**src/rtl/panel_pkg.sv**
```systemverilog
`default_nettype none

package panel_pkg;

    localparam int MATRIX_ROWS = 8;
    localparam int ROW_W       = 3;
    localparam int TICK_W      = 16;

    // picture numbers shown on the matrix
    typedef enum logic [3:0] {
        FLAME_0    = 4'd0,
        FLAME_1    = 4'd1,
        FLAME_2    = 4'd2,
        FLAME_3    = 4'd3,
        FLAME_4    = 4'd4,
        FLAME_FULL = 4'd5,
        COOL_A     = 4'd6,
        COOL_B     = 4'd7,
        DONE_ICON  = 4'd8,  // red only
        STEAM      = 4'd9,
        READY_ICON = 4'd10,
        WARN_ICON  = 4'd11  // red only
    } scene_t;

    typedef enum logic [2:0] {
        OFF   = 3'd0,
        HEAT  = 3'd1,
        DONE  = 3'd2,
        COOL  = 3'd3,
        READY = 3'd4,
        FAULT = 3'd5
    } phase_t;

endpackage

`default_nettype wire

```
**src/rtl/timer_if.sv**
```systemverilog
`timescale 1ns/1ns
`default_nettype none

interface timer_if
    import panel_pkg::*;
();
    logic              load;
    logic [TICK_W-1:0] load_value;
    logic              tick;
    logic              expired;

    modport ctrl (
        output load,
        output load_value,
        input  tick,
        input  expired
    );

    modport timer (
        input  load,
        input  load_value,
        output tick,
        output expired
    );
endinterface

`default_nettype wire

```
**src/rtl/heat_ctrl.sv**
```systemverilog
`timescale 1ns/1ns
`default_nettype none

module heat_ctrl
    import panel_pkg::*;
#(
    parameter int HEAT_TICKS = 10,
    parameter int DONE_TICKS = 4,
    parameter int COOL_TICKS = 4
)(
    input  wire    clk,
    input  wire    rst,
    input  wire    start,
    input  wire    stop,
    input  wire    over_temp,
    timer_if.ctrl  tmr,
    output scene_t scene,
    output logic   disp_on,
    output logic   hot
);

    phase_t            phase;
    phase_t            phase_nxt;
    logic [2:0]        flame;
    logic              alt;
    logic              load_nxt;
    logic [TICK_W-1:0] len_nxt;
    logic              expired;

    // an expiry seen while reloading belongs to the phase just left
    assign expired = tmr.expired && !tmr.load;

    always_comb
    begin
        phase_nxt = phase;
        load_nxt  = 1'b0;
        len_nxt   = TICK_W'(HEAT_TICKS);
        case (phase)
            OFF, READY:
            begin
                if (start)
                    phase_nxt = HEAT;
            end
            HEAT:
            begin
                if (over_temp)
                    phase_nxt = FAULT;
                else if (stop)
                    phase_nxt = COOL;
                else if (expired)
                    phase_nxt = DONE;
            end
            DONE:
            begin
                if (stop)
                    phase_nxt = COOL;
                else if (expired)
                    phase_nxt = READY;
            end
            COOL:
            begin
                if (start)
                    phase_nxt = HEAT;
                else if (expired)
                    phase_nxt = READY;
            end
            FAULT:
            begin
                if (stop && !over_temp)
                    phase_nxt = READY;
            end
            default: phase_nxt = OFF;
        endcase

        if (phase_nxt != phase)
        begin
            case (phase_nxt)
                HEAT:
                begin
                    load_nxt = 1'b1;
                    len_nxt  = TICK_W'(HEAT_TICKS);
                end
                DONE:
                begin
                    load_nxt = 1'b1;
                    len_nxt  = TICK_W'(DONE_TICKS);
                end
                COOL:
                begin
                    load_nxt = 1'b1;
                    len_nxt  = TICK_W'(COOL_TICKS);
                end
                default: load_nxt = 1'b0;
            endcase
        end
    end

    always_ff @(posedge clk or posedge rst)
    begin
        if (rst)
        begin
            phase    <= OFF;
            flame    <= 3'd0;
            alt      <= 1'b0;
            tmr.load <= 1'b0;
            disp_on  <= 1'b0;
            hot      <= 1'b0;
        end
        else
        begin
            phase    <= phase_nxt;
            tmr.load <= load_nxt;
            disp_on  <= (phase_nxt != OFF);
            hot      <= over_temp;
            if (phase_nxt != phase)
            begin
                flame <= 3'd0;  // each phase starts its animation over
                alt   <= 1'b0;
            end
            else if (tmr.tick)
            begin
                if (phase == HEAT && flame != 3'(FLAME_FULL))
                    flame <= flame + 3'd1;
                alt <= ~alt;
            end
        end
    end

    always_ff @(posedge clk)
    begin
        if (load_nxt)
            tmr.load_value <= len_nxt;
    end

    always_comb
    begin
        case (phase)
            HEAT:    scene = scene_t'({1'b0, flame});
            DONE:    scene = alt ? STEAM : DONE_ICON;
            COOL:    scene = alt ? COOL_B : COOL_A;
            READY:   scene = READY_ICON;
            FAULT:   scene = WARN_ICON;
            default: scene = FLAME_0;  // dark anyway
        endcase
    end

    a_no_idle_load: assert property (@(posedge clk) disable iff (rst)
        tmr.load |-> !(phase inside {OFF, FAULT}));

    a_disp_off: assert property (@(posedge clk) disable iff (rst)
        disp_on == (phase != OFF));

endmodule

`default_nettype wire

```
**src/rtl/heat_panel.sv**
```systemverilog
`timescale 1ns/1ns
`default_nettype none

module heat_panel
    import panel_pkg::*;
#(
    parameter int CLK_PER_TICK = 8,
    parameter int HEAT_TICKS   = 10,
    parameter int DONE_TICKS   = 4,
    parameter int COOL_TICKS   = 4
)(
    input  wire                   clk,
    input  wire                   rst,
    input  wire                   start,
    input  wire                   stop,
    input  wire                   over_temp,
    output wire [MATRIX_ROWS-1:0] row,
    output wire [MATRIX_ROWS-1:0] col_red,
    output wire [MATRIX_ROWS-1:0] col_green
);

    wire scene_t scene;
    wire         disp_on;
    wire         hot;

    timer_if tmr ();

    heat_ctrl #(
        .HEAT_TICKS (HEAT_TICKS),
        .DONE_TICKS (DONE_TICKS),
        .COOL_TICKS (COOL_TICKS)
    ) ctrl_i (
        .clk       (clk),
        .rst       (rst),
        .start     (start),
        .stop      (stop),
        .over_temp (over_temp),
        .tmr       (tmr.ctrl),
        .scene     (scene),
        .disp_on   (disp_on),
        .hot       (hot)
    );

    phase_timer #(
        .CLK_PER_TICK (CLK_PER_TICK)
    ) timer_i (
        .clk (clk),
        .rst (rst),
        .tmr (tmr.timer)
    );

    matrix_scan scan_i (
        .clk       (clk),
        .rst       (rst),
        .scene     (scene),
        .disp_on   (disp_on),
        .hot       (hot),
        .row       (row),
        .col_red   (col_red),
        .col_green (col_green)
    );

endmodule

`default_nettype wire

```
**src/rtl/matrix_scan.sv**
```systemverilog
`timescale 1ns/1ns
`default_nettype none

module matrix_scan
    import panel_pkg::*;
(
    input  wire                     clk,
    input  wire                     rst,
    input  wire scene_t             scene,
    input  wire                     disp_on,
    input  wire                     hot,
    output logic [MATRIX_ROWS-1:0]  row,
    output logic [MATRIX_ROWS-1:0]  col_red,
    output logic [MATRIX_ROWS-1:0]  col_green
);

    localparam int BMP_W = MATRIX_ROWS * MATRIX_ROWS;

    scene_t                 scene_q;
    logic [ROW_W-1:0]       row_cnt;
    logic [BMP_W-1:0]       green_bmp;
    logic [BMP_W-1:0]       red_bmp;
    logic [MATRIX_ROWS-1:0] green_byte;
    logic [MATRIX_ROWS-1:0] red_byte;
    logic [MATRIX_ROWS-1:0] red_sel;

    // row 7 in the top byte, row 0 in the bottom byte
    function automatic logic [BMP_W-1:0] green_map(input scene_t s);
        case (s)
            FLAME_0:    green_map = 64'h18_18_00_00_00_00_00_00;
            FLAME_1:    green_map = 64'h3c_18_18_00_00_00_00_00;
            FLAME_2:    green_map = 64'h3c_3c_18_18_00_00_00_00;
            FLAME_3:    green_map = 64'h7e_3c_3c_18_18_00_00_00;
            FLAME_4:    green_map = 64'h7e_7e_3c_3c_18_18_00_00;
            FLAME_FULL: green_map = 64'hff_7e_7e_3c_3c_18_18_08;
            COOL_A:     green_map = 64'h24_18_db_3c_3c_db_18_24;
            COOL_B:     green_map = 64'h00_5a_24_db_db_24_5a_00;
            STEAM:      green_map = 64'h7e_7e_42_00_24_48_24_12;
            READY_ICON: green_map = 64'h00_08_1c_36_63_c1_80_00;
            default:    green_map = '0;
        endcase
    endfunction

    function automatic logic [BMP_W-1:0] red_map(input scene_t s);
        case (s)
            DONE_ICON: red_map = 64'h3c_42_99_a5_81_a5_42_3c;
            WARN_ICON: red_map = 64'h18_00_18_18_18_3c_3c_18;
            default:   red_map = '0;
        endcase
    endfunction

    assign green_bmp  = green_map(scene_q);
    assign red_bmp    = red_map(scene_q);
    assign green_byte = green_bmp[row_cnt * MATRIX_ROWS +: MATRIX_ROWS];
    assign red_byte   = red_bmp[row_cnt * MATRIX_ROWS +: MATRIX_ROWS];

    always_comb
    begin
        case (scene_q)
            DONE_ICON, WARN_ICON:  red_sel = red_byte;
            COOL_A, COOL_B, STEAM: red_sel = green_byte;  // orange regardless of hot
            default:               red_sel = hot ? green_byte : '0;
        endcase
    end

    always_ff @(posedge clk or posedge rst)
    begin
        if (rst)
        begin
            scene_q <= FLAME_0;
            row_cnt <= '0;
        end
        else if (!disp_on)
        begin
            scene_q <= FLAME_0;
            row_cnt <= '0;
        end
        else
        begin
            scene_q <= scene;
            if (row_cnt == ROW_W'(MATRIX_ROWS - 1))
                row_cnt <= '0;
            else
                row_cnt <= row_cnt + ROW_W'(1);
        end
    end

    // row select and both column bytes from the same count
    always_ff @(posedge clk or posedge rst)
    begin
        if (rst)
        begin
            row       <= '1;
            col_green <= '0;
            col_red   <= '0;
        end
        else if (!disp_on)
        begin
            row       <= '1;
            col_green <= '0;
            col_red   <= '0;
        end
        else
        begin
            row       <= ~(MATRIX_ROWS'(1) << row_cnt);  // active low
            col_green <= green_byte;
            col_red   <= red_sel;
        end
    end

    a_row_onehot: assert property (@(posedge clk) disable iff (rst)
        disp_on && $past(disp_on) |-> $onehot(~row));

endmodule

`default_nettype wire

```
**src/rtl/phase_timer.sv**
```systemverilog
`timescale 1ns/1ns
`default_nettype none

module phase_timer
    import panel_pkg::*;
#(
    parameter int CLK_PER_TICK = 8
)(
    input  wire    clk,
    input  wire    rst,
    timer_if.timer tmr
);

    localparam int PRE_W = (CLK_PER_TICK > 1) ? $clog2(CLK_PER_TICK) : 1;

    logic [PRE_W-1:0]  presc;
    logic [TICK_W-1:0] count;
    logic              running;
    logic              pre_tick;

    assign pre_tick = (presc == PRE_W'(CLK_PER_TICK - 1));

    // free running, a load does not touch it
    always_ff @(posedge clk or posedge rst)
    begin
        if (rst)
            presc <= '0;
        else if (pre_tick)
            presc <= '0;
        else
            presc <= presc + PRE_W'(1);
    end

    always_ff @(posedge clk or posedge rst)
    begin
        if (rst)
        begin
            tmr.tick    <= 1'b0;
            tmr.expired <= 1'b0;
            count       <= '0;
            running     <= 1'b0;
        end
        else
        begin
            tmr.tick    <= pre_tick;
            tmr.expired <= 1'b0;
            if (tmr.load)
            begin
                count   <= tmr.load_value;
                running <= (tmr.load_value != '0);
            end
            else if (pre_tick && running)
            begin
                count <= count - TICK_W'(1);
                if (count == TICK_W'(1))
                begin
                    running     <= 1'b0;  // idle until next load
                    tmr.expired <= 1'b1;
                end
            end
        end
    end

    a_exp_on_tick: assert property (@(posedge clk) disable iff (rst)
        tmr.expired |-> tmr.tick);

endmodule

`default_nettype wire

```
**config.mk**
```make
export PLATFORM = sky130hd
export DESIGN_NAME = heat_panel
export DESIGN_NICKNAME = d
export VERILOG_FILES = /design/src/rtl/panel_pkg.sv /design/src/rtl/timer_if.sv /design/src/rtl/heat_ctrl.sv /design/src/rtl/heat_panel.sv /design/src/rtl/matrix_scan.sv /design/src/rtl/phase_timer.sv
export SDC_FILE = /design/constraint.sdc
export NUM_CORES = 1
export LEC_CHECK = 0
export BUFFER_PORTS_ARGS = -buffer_cell sky130_fd_sc_hd__clkbuf_2
export CAP_MARGIN = 20
export CORE_UTILIZATION = 60
export DETAILED_ROUTE_END_ITERATION = 8
export HOLD_SLACK_MARGIN = 0.06
export MAX_ROUTING_LAYER = met4
export PLACE_DENSITY = 0.8
export SYNTH_ARGS = -nofsm -noshare
export SYNTH_HDL_FRONTEND = slang
export SYNTH_SLANG_ARGS = --single-unit
```
**constraint.sdc**
```tcl
create_clock -name clk -period 2.37 [get_ports clk]
set_input_delay 0.474 -clock clk [delete_from_list [all_inputs] [get_ports clk]]
set_output_delay 0.474 -clock clk [all_outputs]
set_load 0.05 [all_outputs]
```
* Yosys cells after proc, flatten, opt, wreduce, memory -nomap -nowiden
Memory sizes are Yosys's and may differ from the RTL's.
Cells that the tools add are included.
** Storage, ports and cells
- Register bits :: 79
- Bits of input ports :: 5
- Memories kept :: 1
- Output and inout port bits :: 24
- Logic and storage cells :: 103
- Bits in read-only memories :: 928
** Memory list
- (name not given) :: depth 16, width 58, read ports 1, clocked after Yosys merged registers in 0, write ports 0, line matrix_scan.sv:29 : case (s)
** Operators by class
- Bitwise operators :: 2
- Mux-type cells :: 38
- Equal/unequal tests :: 18
- Reduce and logical (&&, ||, !) cells :: 20
- Add/subtract/negate cells :: 4
- Shift operators :: 3
** Operator list (number)
- variable part select 64 x 7 -> 8 bit :: 2
- one-hot mux 62 bit (2 select lines) :: 1
- two-way mux 3 bit :: 14
- two-way mux 16 bit :: 2
- two-way mux 8 bit :: 4
- one-hot mux 4 bit (5 select lines) :: 1
- equality test 16 x 1 -> 1 bit (second input constant) :: 1
- one-hot mux 8 bit (2 select lines) :: 1
- nonzero test 16 bit :: 1
- subtractor 16 x 1 -> 16 bit (second input constant) :: 1
- one-hot mux 3 bit (5 select lines) :: 1
- equality test 3 x 2 -> 1 bit (second input constant) :: 4
- equality test 3 bit (second input constant) :: 4
- equality test 4 bit (second input constant) :: 3
- two-way mux 1 bit :: 12
- adder 3 x 1 -> 3 bit (second input constant) :: 3
- equality test 4 x 3 -> 1 bit (second input constant) :: 2
- two-way mux 4 bit :: 2
- NOT 8 bit :: 1
- nonzero test 2 bit :: 4
- << shifter 1 x 3 -> 8 bit (first input constant) :: 1
- equality test 3 x 1 -> 1 bit (second input constant) :: 2
- OR reduction 2 bit :: 3
- OR reduction 3 bit :: 2
- other kinds (8) :: 13

* Logic depth before layout (Yosys ltp)
- Depth after elaboration :: 10
- Depth in mapped cells :: 9
- Mapped depth without buffers :: 7

* Hierarchy
Synthesis repeated with hierarchy kept, for this count alone.
** Second synthesis, totals
- Cell total of the unflattened synthesis :: 447
- Area, all modules :: 4234.1 um^2
** By module, submodules not included
- matrix_scan :: instances 1, cells an instance 228, area each 2155.8 um^2, seq. area each 785.8 um^2
- phase_timer :: instances 1, cells an instance 120, area each 1156.1 um^2, seq. area each 550.5 um^2
- heat_ctrl :: instances 1, cells an instance 99, area each 922.1 um^2, seq. area each 310.3 um^2

* Worst setup path before layout
OpenSTA, ideal clock, no wires.
- Kind :: register to register
- Start point :: register timer_i.count[7]
- End point :: register timer_i.running
- Period minus slack after synthesis :: 2.116 ns
- Path slack :: 0.254 ns
- Path buffers :: 0
- Arrival time :: 1.996 ns
- Cell stages (with the launch flop) :: 6
- Setup time :: 0.120 ns
- Data required time :: 2.250 ns
- Path through :: dfrtp_1 > or4_4 > or4_4 > or4_4 > nand3b_1 > nand2_1
** On the way
- Word-level cells in the longest chain between the ends :: 3
** Ends and longest elaborated chain
- start, declared :: line phase_timer.sv:17 : logic [TICK_W-1:0] count;
- start signal, assigned :: line phase_timer.sv:49 : count <= tmr.load_value;
- start signal, assigned :: line phase_timer.sv:54 : count <= count - TICK_W'(1);
- equality test 16 x 1 -> 1 bit :: line phase_timer.sv:55 : if (count == TICK_W'(1))
- nonzero test 2 bit (no source line)
- AND reduction 2 bit (no source line)
- end signal, assigned :: line phase_timer.sv:50 : running <= (tmr.load_value != '0);
- end, declared :: line phase_timer.sv:18 : logic running;
No other way between the ends.
A chain may end at the register's enable or synchronous reset.

* Worst setup path in the final report
- Start point :: register scan_i.scene_q[1]
- End point :: register scan_i.col_red[3]
** On the way
- Word-level cells in the longest chain between the ends :: 5
- Elaborated cells on any way between the ends :: 14
- Classes of those cells :: eq/ne (5); shift (2); mux (4); reduce/logical (2); memory (1)
** Ends and longest elaborated chain
- start, declared :: line matrix_scan.sv:19 : scene_t scene_q;
- start signal, assigned :: line matrix_scan.sv:80 : scene_q <= scene;
- memory (16 x 58 bit) / equality test 4 bit (equally long branches)
- variable part select 64 x 7 -> 8 bit / one-hot mux 62 bit (2 select lines) (equally long branches) :: line matrix_scan.sv:54, matrix_scan.sv:45
- two-way mux 8 bit / variable part select 64 x 7 -> 8 bit (equally long branches) :: line matrix_scan.sv:62, matrix_scan.sv:55
- one-hot mux 8 bit (2 select lines) (*) :: line matrix_scan.sv:59 : case (scene_q)
- two-way mux 8 bit (*) :: line matrix_scan.sv:97 : else if (!disp_on)
- end signal, assigned :: line matrix_scan.sv:107 : col_red <= red_sel;
- end, declared :: line matrix_scan.sv:13 : output logic [MATRIX_ROWS-1:0] col_red,
Mark *: on every way between the ends. The rest lies on a longest branch, timed or not.

==> reports/results.txt <==
The flow ran to the end, and the final reports show no timing, DRC or antenna violations. For the count of distinct cell types in the synthesized netlist, the log shows 60. Among all flip-flop cells after synthesis, the most frequent one is sky130_fd_sc_hd__dfrtp_1. Counting flops with an async set or reset pin after synthesis yields a share of 96.92%. The area of the die came out at 6482 um2. The placed wire-length estimate after detailed placement was 5.970 mm; the number of optimization iterations in the first detailed-route pass was 5. The count of endpoints failing hold in the final timing report was 0; the count of maximum capacitance violations was 0.

The placer congestion estimate is 0.9774, and the die span in x is 80.51 um. A synthesized cell averages 9.316 um2. The initial antenna violation count is 0. For the worst setup path, the data required time is 2.63 ns. The per-cell via count in the routed design was 6.251; the number of DRC violations after detailed routing was 0. Along the worst path, the maximum fanout reaches 9.

The floorplan has 28 rows. The number of buffers created by CTS is 9. The via count of the first global-routing pass was 2978. The part of the Yosys area used for sequential elements is 44.52%, and the count of placed standard cells in the final layout, fillers left out is 506. The tools report the footprint of the multi-input gates as 1899 um2. The power density normalized to cell area came out at 1464 nW/um2. In this run, placement finished with an instance count of 490.

The arrival time of the worst setup path was 2.48 ns. The clock slew seen by the registers of the worst setup and hold paths is 0.08 ns, and the post-synth design cell area is 3699 um2. The most frequent standard cell in the layout excluding fill and tap cells is sky130_fd_sc_hd__dfrtp_1. The cell sitting at the root of the clock tree is a sky130_fd_sc_hd__clkbuf_8.

Path class of the lowest-slack min-delay path: in2async. The antenna cell count was 0. The logs give 0 ns for the sum of negative setup slack and 3163 for the via count of the routed design. The logs give 3 for the number of H-tree levels and 4140 um2 for the final instance area. The flip-flop and latch count after synthesis was 65.

Setup repair after global routing left no endpoint under its margin. The worst-case IR drop observed on VDD is 1.059 mV. The worst setup path is launched from a flop. For this design, the CTS-stage hold fixing added 0 buffers.

Measured against its own limit, the worst slew margin works out to 60.13%. The top cell types in the final layout, fill and taps aside, are sky130_fd_sc_hd__dfrtp_1 (55), sky130_fd_sc_hd__nor2_1 (41), sky130_fd_sc_hd__nand2_1 (28), sky130_fd_sc_hd__clkbuf_2 (28), sky130_fd_sc_hd__o21ai_0 (24). The final critical-path share of the clock period was 93.41%. The final wirelength is 8.575 mm, and the largest net degree at the start of global routing is 37. The setup path with the least slack is of type reg2reg. The global-route usage over all layers is 29.61%, and the number of fillers in the final layout is 457. Counting every instance in the synthesized netlist gives 397.

The clock tree skew after final layout is 0.01019 ns. In this run the remaining antenna-violating nets after routing total 0. STA classifies the critical path endpoint as a flop. Setup violations remaining at the end of the flow were counted as 0.

In this run the tool buffered the top-level ports with 28 buffer cells. The run gives 451.7 MHz as the peak clock frequency supported by timing. The run gives 0 as the yosys synthesis warning count. The floorplan step defined a core boundary enclosing 5921 um2. TritonCTS built the clock tree. Once the floorplan was initialized, standard cells occupied 62.47% of the core. In the final layout, flip-flops and latches occupy 1647 um2. No sink is reached through more buffers than the 2 on the longest clock path. After global routing the overflow that remains totals 0. Counting every sink on the clock net gives 65. The die boundary height was 80.51 um.

The run gives 0 as the total setup buffers inserted after CTS. Counting every net in the synthesized netlist gives 422. The clock period could shrink to 2.214 ns. The first-pass GRT wire length is 13.93 mm.

Dividing the detail-routed wire length by the instance count gives 16.95 um. In this run, synthesis inferred 2 flip-flops with an integrated enable. In this run the static leakage power is 1.846 nW. The logs give 29 for the number of I/O pins and 0 for the number of max-slew violations in the final report. At the later pin of the worst-skew pair, clock insertion delay measures 0.35 ns. Cells with a size suffix above 1 make up 18.10% of the layout.

For the pin with the worst max-slew slack, the measured transition is 0.5830 ns. The synthesis-to-layout area growth was 11.94%; the violation count after the first detailed-routing iteration was 382. The logs give 69.93% for the final core utilization and 451 for the number of nets in the final layout. After detailed placement, the total cell area comes to 3953 um2. The post-CTS resize count was 0.
-- sequential cells by signal, indices dropped and copies added (netlist names), 2 cells and up --
signal	cells
scan_i.row_cnt	3
scan_i.col_green	8
scan_i.scene_q	4
ctrl_i.phase	3
ctrl_i.flame	3
timer_i.count	16
scan_i.col_red	8
scan_i.row	8
timer_i.presc	3
ctrl_i.tmr.load_value	2
-- where the power goes --
group / internal, W / switching [W]
Combinational: 0.00114 / 0.00213
Sequential: 0.00156 / 0.000367
Clock: 0.000435 / 0.000432
Total: 0.00313 / 0.00293
-- cell usage after synthesis (4+ instances only) --
cell type,count,area [um2]
sky130_fd_sc_hd__xor2_1,5,43.79
sky130_fd_sc_hd__xnor2_1,10,87.58
sky130_fd_sc_hd__nand4_1,4,25.02
sky130_fd_sc_hd__mux2i_1,4,40.04
sky130_fd_sc_hd__o21ai_0,24,120.1
sky130_fd_sc_hd__nor3_1,12,60.06
sky130_fd_sc_hd__o22ai_1,5,31.28
sky130_fd_sc_hd__nand3_1,11,55.05
sky130_fd_sc_hd__dfstp_2,8,210.2
sky130_fd_sc_hd__nor2b_1,12,75.07
sky130_fd_sc_hd__buf_1,4,15.01
sky130_fd_sc_hd__ha_1,20,250.2
sky130_fd_sc_hd__clkbuf_1,18,67.56
sky130_fd_sc_hd__nand2_1,28,105.1
sky130_fd_sc_hd__o31ai_1,7,52.55
sky130_fd_sc_hd__a21oi_1,21,105.1
sky130_fd_sc_hd__nand3b_1,4,30.03
sky130_fd_sc_hd__nor2_1,41,153.9
sky130_fd_sc_hd__inv_1,20,75.07
sky130_fd_sc_hd__nand2b_1,13,81.33
sky130_fd_sc_hd__dfrtp_1,55,1376
sky130_fd_sc_hd__o211ai_1,5,37.54
sky130_fd_sc_hd__o21a_1,4,30.03
-- final timing paths --
kind	startpoint	end	slack (ns)	depth (start not counted)
worst min register to register	timer_i.presc[0]$_DFF_PP0_	timer_i.presc[0]$_DFF_PP0_	0.44	1
worst max register to register	scan_i.scene_q[1]$_DFF_PP0_	scan_i.col_red[3]$_DFF_PP0_	0.16	7
worst max-delay path	scan_i.scene_q[1]$_DFF_PP0_	scan_i.col_red[3]$_DFF_PP0_	0.16	7
worst min-delay path	rst	scan_i.row_cnt[1]$_DFF_PP0_	0.12	2
min in group clk	over_temp	ctrl_i.hot$_DFF_PP0_	0.31	1
max in group asynchronous	rst	scan_i.row[1]$_DFF_PP1_	1.57	3
-- per-layer routing --
metal / up-vias / track usage [%] / share of wire, %
li1: 1480 / - / -
met1: 1464 / 36.67 / 41
met2: 181 / 45.85 / 47
met3: 38 / 6.591 / 8.5
met4: 0 / 14.29 / 3.3
met5: - / - / 0
-- worst max-delay path, stage by stage, from the launching register on --
cell and delay [ns]:
sky130_fd_sc_hd__dfrtp_1 0.48, sky130_fd_sc_hd__inv_1 0.17, sky130_fd_sc_hd__ha_2 0.30, sky130_fd_sc_hd__nand3b_1 0.23, sky130_fd_sc_hd__o221a_2 0.33, sky130_fd_sc_hd__a211oi_1 0.32, sky130_fd_sc_hd__o22ai_1 0.12, sky130_fd_sc_hd__a21oi_1 0.17
-- cell type report --
class / instances / area share, %
clock inverters: 4 / 0.6649
clock buffers: 12 / 3.747
repair buffers: 40 / 5.863
flip-flops and latches: 65 / 39.77
well taps: 75 / 2.267
inverters: 20 / 1.813
multi-input cells: 290 / 45.87
-- logic make-up (layout without fill, tap and decap cells) --
group / Yosys count / after routing / synth area share [%]
buffers and inverters: 42 / 76 / 4.262
AND/OR/NAND/NOR: 147 / 147 / 20.57
AO/OA/AOI/OAI: 103 / 103 / 18.95
XOR/XNOR: 15 / 15 / 3.552
multiplexers: 5 / 5 / 1.387
flip-flops: 65 / 65 / 44.52
adder cells (fa/ha/maj): 20 / 20 / 6.766
-- through the flow --
step	hold slack (ns)	setup slack (ns)	total power, W
floorplan	0.4031	0.2538	0.004330
global placement	0.4170	0.2208	0.005054
detailed placement	0.4347	0.1710	0.005133
CTS	0.1230	0.1707	0.006018
global route	0.1510	0.02100	0.006464
finish	0.1164	0.1562	0.006062
Note: power is estimated with default switching activity, not from simulation.
